<file path="config.mk">
export PLATFORM = sky130hd
export DESIGN_NAME = cpuTop
export DESIGN_NICKNAME = d
export VERILOG_FILES = /design/src/common/rvPkg.sv /design/src/operand/regFile.sv /design/src/fetch/instrDecoder.sv /design/src/fetch/fetchStage.sv /design/src/operand/operandStage.sv /design/src/execute/executeStage.sv /design/src/hdl/cpuTop.sv
export SDC_FILE = /design/constraint.sdc
export NUM_CORES = 2
export LEC_CHECK = 0
export BUFFER_PORTS_ARGS = -buffer_cell sky130_fd_sc_hd__buf_2
export CAP_MARGIN = 10
export CORE_ASPECT_RATIO = 0.7
export CORE_MARGIN = 4
export CORE_UTILIZATION = 50
export CTS_BUF_LIST = sky130_fd_sc_hd__clkbuf_8 sky130_fd_sc_hd__clkbuf_16
export CTS_CLUSTER_DIAMETER = 200
export DETAILED_ROUTE_END_ITERATION = 16
export MAX_ROUTING_LAYER = met4
export PLACE_DENSITY_LB_ADDON = 0.05
export SYNTH_ARGS = -nofsm -noshare
export SYNTH_HDL_FRONTEND = slang
export SYNTH_SLANG_ARGS = --single-unit
</file>
<file path="constraint.sdc">
create_clock -name WrClk -period 10.8 [get_ports WrClk]
set_input_delay 1.08 -clock WrClk [delete_from_list [all_inputs] [get_ports WrClk]]
set_output_delay 1.08 -clock WrClk [all_outputs]
set_load 0.01 [all_outputs]
</file>
<file path="src/common/rvPkg.sv">
`default_nettype none

package rvPkg;

    localparam int xlen = 32;
    localparam int regAddrW = 5;

    typedef logic [xlen-1:0] wordT;
    typedef logic [regAddrW-1:0] regIdxT;

    // Major opcodes of the supported subset
    typedef enum logic [6:0] {
        opIllegal = 7'b0000000,
        opLui     = 7'b0110111,
        opAuipc   = 7'b0010111,
        opOpImm   = 7'b0010011,
        opOp      = 7'b0110011,
        opJal     = 7'b1101111,
        opBranch  = 7'b1100011,
        opLoad    = 7'b0000011,
        opStore   = 7'b0100011
    } opcodeE;

    typedef enum logic [3:0] {
        aluAdd,
        aluSub,
        aluSll,
        aluSlt,
        aluSltu,
        aluXor,
        aluSrl,
        aluSra,
        aluOr,
        aluAnd,
        aluPassB
    } aluOpE;

    // blt and bge compare signed
    typedef enum logic [2:0] {
        brNone,
        brJal,
        brEq,
        brNe,
        brLt,
        brGe
    } branchE;

    typedef enum logic [2:0] {
        immI,
        immU,
        immS,
        immB,
        immJ
    } immKindE;

    typedef struct packed {
        wordT   pc;
        regIdxT rd;
        regIdxT rs1;
        regIdxT rs2;
        wordT   imm;
        aluOpE  aluOp;
        branchE branch;
        logic   selPcA;
        logic   selImmB;
        logic   selFourB;
        logic   regWr;
        logic   memRd;
        logic   memWr;
        logic   valid;
    } decodedT;

    // OF/EX bundle with forwarded operands
    typedef struct packed {
        decodedT dec;
        wordT    busA;
        wordT    busB;
    } execT;

    typedef struct packed {
        regIdxT rd;
        wordT   data;
        logic   regWr;
    } writebackT;

    typedef struct packed {
        wordT addr;
        wordT wrData;
        logic we;
        logic re;
    } dataReqT;

endpackage

`default_nettype wire

</file>
<file path="src/operand/regFile.sv">
`timescale 1ns/10ps
`default_nettype none

module regFile (
    input  wire                   WrClk,
    input  wire rvPkg::regIdxT    raddrA,
    input  wire rvPkg::regIdxT    raddrB,
    input  wire rvPkg::writebackT wb,
    output rvPkg::wordT           busA,
    output rvPkg::wordT           busB
);
    import rvPkg::*;

    // No storage for x0
    wordT regs [1:(2**regAddrW)-1];

    always_ff @(posedge WrClk) begin
        if (wb.regWr && (wb.rd != '0)) begin
            regs[wb.rd] <= wb.data;
        end
    end

    assign busA = (raddrA == '0) ? '0 : regs[raddrA];
    assign busB = (raddrB == '0) ? '0 : regs[raddrB];

endmodule

`default_nettype wire

</file>
<file path="src/fetch/instrDecoder.sv">
`timescale 1ns/10ps
`default_nettype none

module instrDecoder (
    input  wire rvPkg::wordT   instr,
    input  wire rvPkg::wordT   pc,
    output rvPkg::decodedT     decoded
);
    import rvPkg::*;

    opcodeE     op;
    immKindE    immKind;
    logic [2:0] funct3;
    logic       altBit;
    logic       useRs1;
    logic       useRs2;

    function automatic aluOpE aluFromFunct(input logic [2:0] f3, input logic alt);
        aluOpE res;
        case (f3)
            3'b000:  res = alt ? aluSub : aluAdd;
            3'b001:  res = aluSll;
            3'b010:  res = aluSlt;
            3'b011:  res = aluSltu;
            3'b100:  res = aluXor;
            3'b101:  res = alt ? aluSra : aluSrl;
            3'b110:  res = aluOr;
            default: res = aluAnd;
        endcase
        return res;
    endfunction

    assign op = opcodeE'(instr[6:0]);
    assign funct3 = instr[14:12];
    // addi has no sub form, so bit 30 only counts for op and right shifts
    assign altBit = instr[30] && ((op == opOp) || (funct3 == 3'b101));

    always_comb begin
        decoded = '0;
        decoded.pc = pc;
        decoded.rd = instr[11:7];
        decoded.valid = 1'b1;
        immKind = immI;
        useRs1 = 1'b0;
        useRs2 = 1'b0;

        case (op)
            opLui: begin
                immKind = immU;
                decoded.selImmB = 1'b1;
                decoded.aluOp = aluPassB;
                decoded.regWr = 1'b1;
            end
            opAuipc: begin
                immKind = immU;
                decoded.selPcA = 1'b1;
                decoded.selImmB = 1'b1;
                decoded.regWr = 1'b1;
            end
            opOpImm: begin
                useRs1 = 1'b1;
                decoded.selImmB = 1'b1;
                decoded.aluOp = aluFromFunct(funct3, altBit);
                decoded.regWr = 1'b1;
            end
            opOp: begin
                useRs1 = 1'b1;
                useRs2 = 1'b1;
                decoded.aluOp = aluFromFunct(funct3, altBit);
                decoded.regWr = 1'b1;
            end
            opJal: begin
                // Link value is pc + 4
                immKind = immJ;
                decoded.selPcA = 1'b1;
                decoded.selFourB = 1'b1;
                decoded.branch = brJal;
                decoded.regWr = 1'b1;
            end
            opBranch: begin
                immKind = immB;
                useRs1 = 1'b1;
                useRs2 = 1'b1;
                case (funct3)
                    3'b000:  decoded.branch = brEq;
                    3'b001:  decoded.branch = brNe;
                    3'b100:  decoded.branch = brLt;
                    3'b101:  decoded.branch = brGe;
                    default: decoded.branch = brNone;
                endcase
            end
            opLoad: begin
                useRs1 = 1'b1;
                decoded.selImmB = 1'b1;
                decoded.memRd = 1'b1;
                decoded.regWr = 1'b1;
            end
            opStore: begin
                immKind = immS;
                useRs1 = 1'b1;
                useRs2 = 1'b1;
                decoded.selImmB = 1'b1;
                decoded.memWr = 1'b1;
            end
            default: begin
            end
        endcase

        // Unused source fields read as x0 so they never match a hazard
        decoded.rs1 = useRs1 ? instr[19:15] : '0;
        decoded.rs2 = useRs2 ? instr[24:20] : '0;

        case (immKind)
            immU:    decoded.imm = {instr[31:12], 12'b0};
            immS:    decoded.imm = {{20{instr[31]}}, instr[31:25], instr[11:7]};
            immB:    decoded.imm = {{20{instr[31]}}, instr[7], instr[30:25], instr[11:8], 1'b0};
            immJ:    decoded.imm = {{12{instr[31]}}, instr[19:12], instr[20], instr[30:21], 1'b0};
            default: decoded.imm = {{20{instr[31]}}, instr[31:20]};
        endcase
    end

endmodule

`default_nettype wire

</file>
<file path="src/fetch/fetchStage.sv">
`timescale 1ns/10ps
`default_nettype none

module fetchStage #(
    parameter rvPkg::wordT resetPc = 32'h0000_0000
) (
    input  wire                WrClk,
    input  wire                reset,
    input  wire                stall,
    input  wire                redirect,
    input  wire rvPkg::wordT   redirectPc,
    output rvPkg::wordT        imemAddr,
    input  wire rvPkg::wordT   imemData,
    output rvPkg::decodedT     decoded
);
    import rvPkg::*;

    wordT    pc;
    decodedT rawDecoded;
    logic    jalTaken;

    instrDecoder decoder_i (
        .instr(imemData),
        .pc(pc),
        .decoded(rawDecoded)
    );

    // Instruction in IF is dropped when execute redirects
    always_comb begin
        decoded = rawDecoded;
        decoded.valid = rawDecoded.valid && !reset && !redirect;
    end

    assign jalTaken = decoded.valid && (decoded.branch == brJal);
    assign imemAddr = pc;

    always_ff @(posedge WrClk) begin
        if (reset) begin
            pc <= resetPc;
        end else if (redirect) begin
            pc <= redirectPc;
        end else if (!stall) begin
            if (jalTaken) begin
                pc <= pc + rawDecoded.imm;
            end else begin
                pc <= pc + 32'd4;
            end
        end
    end

endmodule

`default_nettype wire

</file>
<file path="src/operand/operandStage.sv">
`timescale 1ns/10ps
`default_nettype none

module operandStage (
    input  wire                   WrClk,
    input  wire                   reset,
    input  wire rvPkg::decodedT   decoded,
    input  wire                   flush,
    input  wire rvPkg::writebackT exFwd,
    input  wire                   exIsLoad,
    input  wire rvPkg::writebackT wb,
    output logic                  stall,
    output rvPkg::execT           exBundle
);
    import rvPkg::*;

    decodedT ifOf;
    wordT    fileA;
    wordT    fileB;
    wordT    busA;
    wordT    busB;

    // Youngest producer wins, x0 is always zero
    function automatic wordT forwardOperand(
        input regIdxT    idx,
        input wordT      fileVal,
        input writebackT exRes,
        input writebackT memRes
    );
        wordT val;
        if (idx == '0) begin
            val = '0;
        end else if (exRes.regWr && (exRes.rd == idx)) begin
            val = exRes.data;
        end else if (memRes.regWr && (memRes.rd == idx)) begin
            val = memRes.data;
        end else begin
            val = fileVal;
        end
        return val;
    endfunction

    regFile regFile_i (
        .WrClk(WrClk),
        .raddrA(ifOf.rs1),
        .raddrB(ifOf.rs2),
        .wb(wb),
        .busA(fileA),
        .busB(fileB)
    );

    assign busA = forwardOperand(ifOf.rs1, fileA, exFwd, wb);
    assign busB = forwardOperand(ifOf.rs2, fileB, exFwd, wb);

    // Load in EX has no data yet, hold the consumer one cycle
    assign stall = exIsLoad && ifOf.valid &&
                   (((ifOf.rs1 != '0) && (ifOf.rs1 == exFwd.rd)) ||
                    ((ifOf.rs2 != '0) && (ifOf.rs2 == exFwd.rd)));

    // IF/OF
    always_ff @(posedge WrClk) begin
        if (reset || flush) begin
            ifOf.valid <= 1'b0;
        end else if (!stall) begin
            ifOf <= decoded;
        end
    end

    // OF/EX, bubble on stall
    always_ff @(posedge WrClk) begin
        if (reset || flush || stall) begin
            exBundle.dec.valid <= 1'b0;
        end else begin
            exBundle.dec <= ifOf;
            exBundle.busA <= busA;
            exBundle.busB <= busB;
        end
    end

endmodule

`default_nettype wire

</file>
<file path="src/execute/executeStage.sv">
`timescale 1ns/10ps
`default_nettype none

module executeStage (
    input  wire                 WrClk,
    input  wire                 reset,
    input  wire rvPkg::execT    exBundle,
    input  wire rvPkg::wordT    dmemRdData,
    output logic                redirect,
    output rvPkg::wordT         redirectPc,
    output logic                flush,
    output rvPkg::writebackT    exFwd,
    output logic                exIsLoad,
    output rvPkg::writebackT    wb,
    output rvPkg::dataReqT      dataReq,
    output logic                retired
);
    import rvPkg::*;

    decodedT                   dec;
    wordT                      opA;
    wordT                      opB;
    wordT                      aluRes;
    logic [$clog2(xlen)-1:0]   shamt;
    logic                      eqFlag;
    logic                      ltFlag;
    logic                      taken;

    // EX/M state
    writebackT mWb;
    wordT      mWrData;
    logic      mWe;
    logic      mRe;
    logic      mValid;

    assign dec = exBundle.dec;

    assign opA = dec.selPcA ? dec.pc : exBundle.busA;
    assign opB = dec.selImmB  ? dec.imm :
                 dec.selFourB ? 32'd4 :
                 exBundle.busB;
    assign shamt = opB[$clog2(xlen)-1:0];

    assign eqFlag = (opA == opB);
    assign ltFlag = ($signed(opA) < $signed(opB));

    always_comb begin
        case (dec.aluOp)
            aluSub:   aluRes = opA - opB;
            aluSll:   aluRes = opA << shamt;
            aluSlt:   aluRes = wordT'(ltFlag);
            aluSltu:  aluRes = wordT'(opA < opB);
            aluXor:   aluRes = opA ^ opB;
            aluSrl:   aluRes = opA >> shamt;
            aluSra:   aluRes = wordT'($signed(opA) >>> shamt);
            aluOr:    aluRes = opA | opB;
            aluAnd:   aluRes = opA & opB;
            aluPassB: aluRes = opB;
            default:  aluRes = opA + opB;
        endcase
    end

    // Branches are predicted not taken, so only a taken one redirects
    always_comb begin
        case (dec.branch)
            brEq:    taken = eqFlag;
            brNe:    taken = !eqFlag;
            brLt:    taken = ltFlag;
            brGe:    taken = !ltFlag;
            default: taken = 1'b0;
        endcase
    end

    assign redirect = dec.valid && taken;
    assign redirectPc = dec.pc + dec.imm;
    assign flush = redirect;

    assign exFwd = '{rd: dec.rd, data: aluRes, regWr: dec.valid && dec.regWr};
    assign exIsLoad = dec.valid && dec.memRd;

    always_ff @(posedge WrClk) begin
        mWb.rd <= dec.rd;
        mWb.data <= aluRes;
        mWrData <= exBundle.busB;
        if (reset) begin
            mWb.regWr <= 1'b0;
            mWe <= 1'b0;
            mRe <= 1'b0;
            mValid <= 1'b0;
        end else begin
            mWb.regWr <= dec.valid && dec.regWr;
            mWe <= dec.valid && dec.memWr;
            mRe <= dec.valid && dec.memRd;
            mValid <= dec.valid;
        end
    end

    // Memory stage
    assign dataReq = '{addr: mWb.data, wrData: mWrData, we: mWe, re: mRe};

    always_comb begin
        wb = mWb;
        if (mRe) begin
            wb.data = dmemRdData;
        end
    end

    assign retired = mValid;

endmodule

`default_nettype wire

</file>
<file path="src/hdl/cpuTop.sv">
`timescale 1ns/10ps
`default_nettype none

module cpuTop #(
    parameter rvPkg::wordT resetPc = 32'h0000_0000
) (
    input  wire                WrClk,
    input  wire                reset,
    output rvPkg::wordT        imemAddr,
    input  wire rvPkg::wordT   imemData,
    output rvPkg::dataReqT     dataReq,
    input  wire rvPkg::wordT   dmemRdData,
    output logic               retired
);
    import rvPkg::*;

    decodedT   decoded;
    execT      exBundle;
    writebackT exFwd;
    writebackT wb;
    wordT      redirectPc;
    logic      stall;
    logic      redirect;
    logic      flush;
    logic      exIsLoad;

    fetchStage #(
        .resetPc(resetPc)
    ) fetch_i (
        .WrClk(WrClk),
        .reset(reset),
        .stall(stall),
        .redirect(redirect),
        .redirectPc(redirectPc),
        .imemAddr(imemAddr),
        .imemData(imemData),
        .decoded(decoded)
    );

    operandStage operand_i (
        .WrClk(WrClk),
        .reset(reset),
        .decoded(decoded),
        .flush(flush),
        .exFwd(exFwd),
        .exIsLoad(exIsLoad),
        .wb(wb),
        .stall(stall),
        .exBundle(exBundle)
    );

    executeStage execute_i (
        .WrClk(WrClk),
        .reset(reset),
        .exBundle(exBundle),
        .dmemRdData(dmemRdData),
        .redirect(redirect),
        .redirectPc(redirectPc),
        .flush(flush),
        .exFwd(exFwd),
        .exIsLoad(exIsLoad),
        .wb(wb),
        .dataReq(dataReq),
        .retired(retired)
    );

endmodule

`default_nettype wire

</file>
# Word level (Yosys, flattened, before mapping)
# Memory sizes are Yosys's and may differ from the RTL's. A register that Yosys moved wholly into a read port is not among the register bits.
# Index checks and enable logic that the tools add are counted.
[word_totals]
regBits = 345
output_inout_bits = 99
ram_bits = 992
memories = 1
inputBits = 66
[classes]
order_cmp = 2
muxes = 35
addsub = 5
n_shift = 3
reduce_logical = 38
bitwise_logic = 5
n_eq_ne = 41
[memory_table]
columns = ["name", "words", "word_bits", "read_ports", "rd_clocked_by_memory_dff", "write_ports", "line_no", "text"]
rows = [
  ["operand_i.regFile_i.regs", 31, 32, 2, 2, 1, "regFile.sv:15", "wordT regs [1:(2**regAddrW)-1];"],
]
[ops]
columns = ["operator", "count"]
rows = [
  ["two-way mux 32 bit", 11],
  ["case mux 32 bit (10 select lines)", 1],
  ["case mux 31 bit (4 select lines)", 1],
  ["adder 32 bit", 3],
  ["< comparator 32 bit", 2],
  ["adder 32 x 3 -> 32 bit (second input constant)", 1],
  ["bitwise AND 32 bit", 1],
  ["== test 32 bit", 1],
  ["OR 32 bit", 1],
  ["left shift 32 x 5 -> 32 bit", 1],
  [">> shifter 32 x 5 -> 32 bit", 1],
  [">>> shifter 32 x 5 -> 32 bit", 1],
  ["subtractor 32 bit", 1],
  ["XOR 32 bit", 1],
  ["== test 5 bit", 6],
  ["case mux 4 bit (7 select lines)", 1],
  ["case mux 3 bit (4 select lines)", 2],
  ["== test 7 x 6 -> 1 bit (second input constant)", 3],
  ["two-way mux 5 bit", 4],
  ["== test 3 x 2 -> 1 bit (second input constant)", 6],
  ["== test 3 bit (second input constant)", 6],
  ["== test 4 x 3 -> 1 bit (second input constant)", 4],
  ["logical AND 1 bit", 16],
  ["nonzero test 5 bit", 3],
  ["22 further kinds", 51],
]

# Depth between registers and ports, before layout
[depth]
ltp_word = 12
depth_mapped = 22
depth_no_buf = 20

# Modules after synthesis
# From an unflattened synthesis, not the netlist that was laid out.
[unflattened]
cells_unflattened = 5622
area_unflattened_um2 = 73765.7
[by_module_without_submodules]
columns = ["mod", "seq_area_each_um2", "area_per_inst_um2", "cells_each", "instances"]
rows = [
  ["regFile", 29788.6, 46489.6, 2593, 1],
  ["executeStage", 1461.4, 12824.8, 1801, 1],
  ["operandStage", 7487.2, 9615.5, 519, 1],
  ["fetchStage", 640.6, 3839.9, 552, 1],
  ["instrDecoder", 0.0, 996.0, 157, 1],
]

# Worst setup path before layout
# OpenSTA, ideal clock, no wires.
[synth_timing]
path_type = "register -> register"
from = "register operand_i.exBundle[69] (netlist name)"
to = "register operand_i.exBundle[0] (netlist name)"
slack_ns = 1.556
stages_incl_launch_ff = 20
setup_time_ns = 0.589
synth_period_minus_slack_ns = 9.244
arrival_ns = 8.654
path_cell_list = "edfxtp_1 buf_2 nand2b_1 and2_1 buf_2 buf_1 buf_2 buf_1 ha_1 buf_2 nand2b_1 a211oi_2 o211ai_2 a311oi_2 o41ai_2 xor2_1 a21o_1 or3_1 buf_2 inv_1"
[synth_via]
elab_chain_cells = 7
word_cells_on_any_way = 9
[synth_lines]
columns = ["item", "line_no", "text"]
rows = [
  ["two-way mux 32 bit (*)", "executeStage.sv:39", "assign opB = dec.selImmB ? dec.imm :"],
  ["< comparator 32 bit or == test 32 bit (tied branches)", "executeStage.sv:45, executeStage.sv:44", ""],
  ["zero test 1 bit, on equally long branches", "executeStage.sv:69, executeStage.sv:67", ""],
  ["case mux 1 bit (4 select lines) (*)", "executeStage.sv:65", "case (dec.branch)"],
  ["logical AND 1 bit (*)", "executeStage.sv:74", "assign redirect = dec.valid && taken;"],
  ["logical OR 1 bit (*) (2 in a row)", "operandStage.sv:71", "if (reset || flush || stall) begin"],
]
# Every way passes the cells marked *; elsewhere a longest branch is shown, timed or not.
# A chain may end at the register's enable or synchronous reset.

# Final worst setup path
[layout_timing]
from = "register operand_i.exBundle[69] (netlist name)"
to = "register operand_i.exBundle[146] (netlist name)"
[layout_via]
elab_chain_cells = 7
word_cells_on_any_way = 9
[layout_lines]
columns = ["item", "line_no"]
rows = [
  ["two-way mux 32 bit (*)", "executeStage.sv:39"],
  ["< comparator 32 bit or == test 32 bit (tied branches)", "executeStage.sv:45, executeStage.sv:44"],
  ["zero test 1 bit, on equally long branches", "executeStage.sv:69, executeStage.sv:67"],
  ["case mux 1 bit (4 select lines) (*)", "executeStage.sv:65"],
  ["logical AND 1 bit (*)", "executeStage.sv:74"],
  ["logical OR 1 bit (*) (2 in a row)", "operandStage.sv:71"],
]
# Marked as above.

==> impl_metrics.ini <==
[clock_tree]
cts_num_sinks = 1347
cts_resized = 0
clockBufferDepth = 3
root_buffer = clkbuf_16
cts-hold-fix-buffers = 0
cts_tree = built
htreeDepth = 4
insertion_delay_ns = 0.80
cts_made_buffers = 134
post_cts_buffers = 0
clk_pin_slew_ns = 0.07

[synthesis]
synth-seq-cells = 1347
yosysTopAreaCellShare = 0.511
synthCells = 5065
yosysWarnings = 0
synthArstFlopShare = 0
ys_seq_area_frac = 0.544
synth_area_leaders = edfxtp_1, mux4_2, dfxtp_1
yosysTopAreaCell = edfxtp_1
avgSynthCellArea_sq_um = 14.3
synthFlopType = edfxtp_1
synth_area_sq_mm = 0.0722
ys_types = 109
synth_fp_nets = 5295
synth_edf_count = 1230

[critical_path]
r2r_cells = 16
worstPathRequired_ns = 11.20
cp_data_arrival_time_ns = 8.07
path_depth = 16
start_kind = flop
reg2reg_to = operand_i.exBundle[146]$_DFFE_PP_
r2r_slack_ns = 3.14
cp_slowest_cell = nor4_2
rr_startpoint = operand_i.exBundle[69]$_DFFE_PP_
crit_path_max_incr_delay_ns = 0.96
worstPathCellList = buf_4, nor2_4, buf_4, a22oi_1, inv_1, ha_1, nand4b_1, nor4_1, nand2_1, nor4_2, xnor2_1, nor3_2, a21o_1, or3_1, inv_8, buf_12
crit_path_end_kind = flop
critPathMaxFanout = 137
cp_num_buf_inv = 5
cp_top_family = simple AND/OR/NAND/NOR gates
startpoint = operand_i.exBundle[69]$_DFFE_PP_
crit_path_frequent_cell = buf_4
path_class = reg2reg

[floorplan]
fp-row-count = 116
die_h_um = 326
ios = 165
core_area_sq_mm = 0.143
initial_core_util = 0.504
fp.dieW_um = 462
dieArea_sq_mm = 0.151

[grt]
grt_max_degree = 146
top_usage_layer = met1
grt_util_all_layers = 0.377
grt_pass1_vias = 47300
grt_first_pass_wirelength_um = 382000
use_met2 = 0.507
grt_overflow = 0
grtUsageMet3 = 0.0991
use_met1 = 0.565
antenna_found_initial = 19

[timing]
finalHoldViolations = 0
tightestPinTransition_ns = 1.28
drv_slew = 0
whs_ns = 0.370
fin_crit_ns = 7.66
skew_ns = 0.0384
setup_viol = 0
max_freq_mhz = 130
max_slew_margin = 0.144
period_share = 0.710
setup-tns-final_ns = 0
rsz0062_at_grt = no

[min_path]
hold_class = reg2reg
hold_end = execute_i.mWrData[7]$_DFF_P_
hold_depth = 0
hold_start = operand_i.exBundle[7]$_SDFFCE_PN0P_

[layout]
layout_commonest_cell = edfxtp_1
area_delta_synth_final_pct = 9.96
final_cell_mix = edfxtp_1, mux4_2, a21oi_1
post-route-util = 0.554
final_nets = 5332
final_area_sq_mm = 0.0794
drive_above_1_share = 0.242

[routing]
wl_um = 277000
route.detailed.drc = 0
first_pass_iters = 6
drt_iter0_markers = 8088
vias = 50700
detail-route-antenna-nets = 0
routed_via_density = 7.13
wl_per_cell_um = 39.0

[job]
drv_cap = 0

[placement]
placed_area_sq_mm = 0.0751
routabilityCongestion = 1.03
portBuffers = 164
dp_hpwl_um = 189000

[pwr]
ir_drop_v = 0.000236
power.leakage_uw = 0.0268
p_per_area_mw_per_mm2 = 183
p_total_uw = 14600

[status]
status = complete, no violations
==> cells by family after synthesis <==
kind of cell | Yosys count | synth area share
fa+ha+maj | 164 | 0.0288
flops | 1347 | 0.544
buf+inv | 534 | 0.0317
xor+xnor | 87 | 0.0105
mux | 838 | 0.218
compound gates | 1155 | 0.105
simple gates | 940 | 0.0622
==> synth_stat cells (23+ instances only) <==
cell type,n
edfxtp_1,1230
mux4_2,579
a21oi_1,309
nor2_1,291
nand2_1,240
o21ai_0,232
clkbuf_1,195
mux2i_1,177
ha_1,160
inv_1,138
dfxtp_1,117
nand3_1,97
buf_1,96
o22ai_1,91
mux2_2,77
nor3_1,75
a21o_1,70
a211oi_1,52
buf_2,48
buf_4,45
xor2_1,45
o211ai_1,42
xnor2_1,42
and2_1,40
nand2b_1,38
a22oi_1,35
a221oi_1,26
a31oi_1,26
and3_1,23
o21a_1,23
==> flip-flops by register name (all words and copies together) (netlist names), named ones only <==
| name | flops |
|---|---|
| operand_i.regFile_i.regs | 992 |
| operand_i.exBundle | 147 |
| operand_i.ifOf | 93 |
| execute_i.dataReq | 32 |
| execute_i.mWrData | 32 |
| fetch_i.imemAddr | 32 |
| execute_i.wb | 6 |
| execute_i.mRe | 1 |
| execute_i.mWe | 1 |
| execute_i.retired | 1 |
==> stage by stage <==
stage | std cells | worst slack, ns
after CTS | 7099 | 3.52
after detailed placement | 6854 | 3.53
after floorplan | 5065 | 1.56
after global routing | 7106 | 3.04
final | 7109 | 3.14
after global placement | 6854 | 3.68
==> where the power goes <==
part           leakage (uW)  switching [uW]  internal [uW]
logic                0.0123            2380           1000
registers            0.0123             239           6280
clock network       0.00222            2110           2560
==> area by class of cell <==
type                            instances  area [sq um]
Antenna cell                           10          25.0
Clock buffer                          139          3460
Clock inverter                        106           862
Fill cell                           11600         63800
Inverter                              143           547
Multi-Input combinational cell       3184         31000
Sequential cell                      1347         39300
Tap cell                             1888          2360
Timing Repair Buffer                  292          1860
==> how the worst max path moves through the flow <==
stage | to | slack, ns
3_5_place_dp | operand_i.ifOf[4]$_DFFE_PP_ | 3.53
4_1_cts | operand_i.ifOf[67]$_DFFE_PP_ | 3.52
2_1_floorplan | operand_i.exBundle[0]$_SDFFCE_PN0P_ | 1.56
6_report | operand_i.exBundle[146]$_DFFE_PP_ | 3.14
3_3_place_gp | operand_i.ifOf[14]$_DFFE_PP_ | 3.68
5_1_grt | operand_i.ifOf[67]$_DFFE_PP_ | 3.04
==> metal layers <==
layer | routed length, um | vias to the layer above
met5 | 0 | -
li1 | - | 20500
met3 | 33600 | 401
met1 | 119000 | 26500
met4 | 8140 | 0
met2 | 117000 | 3208
No activity file was read; power rests on OpenSTA's default activity.
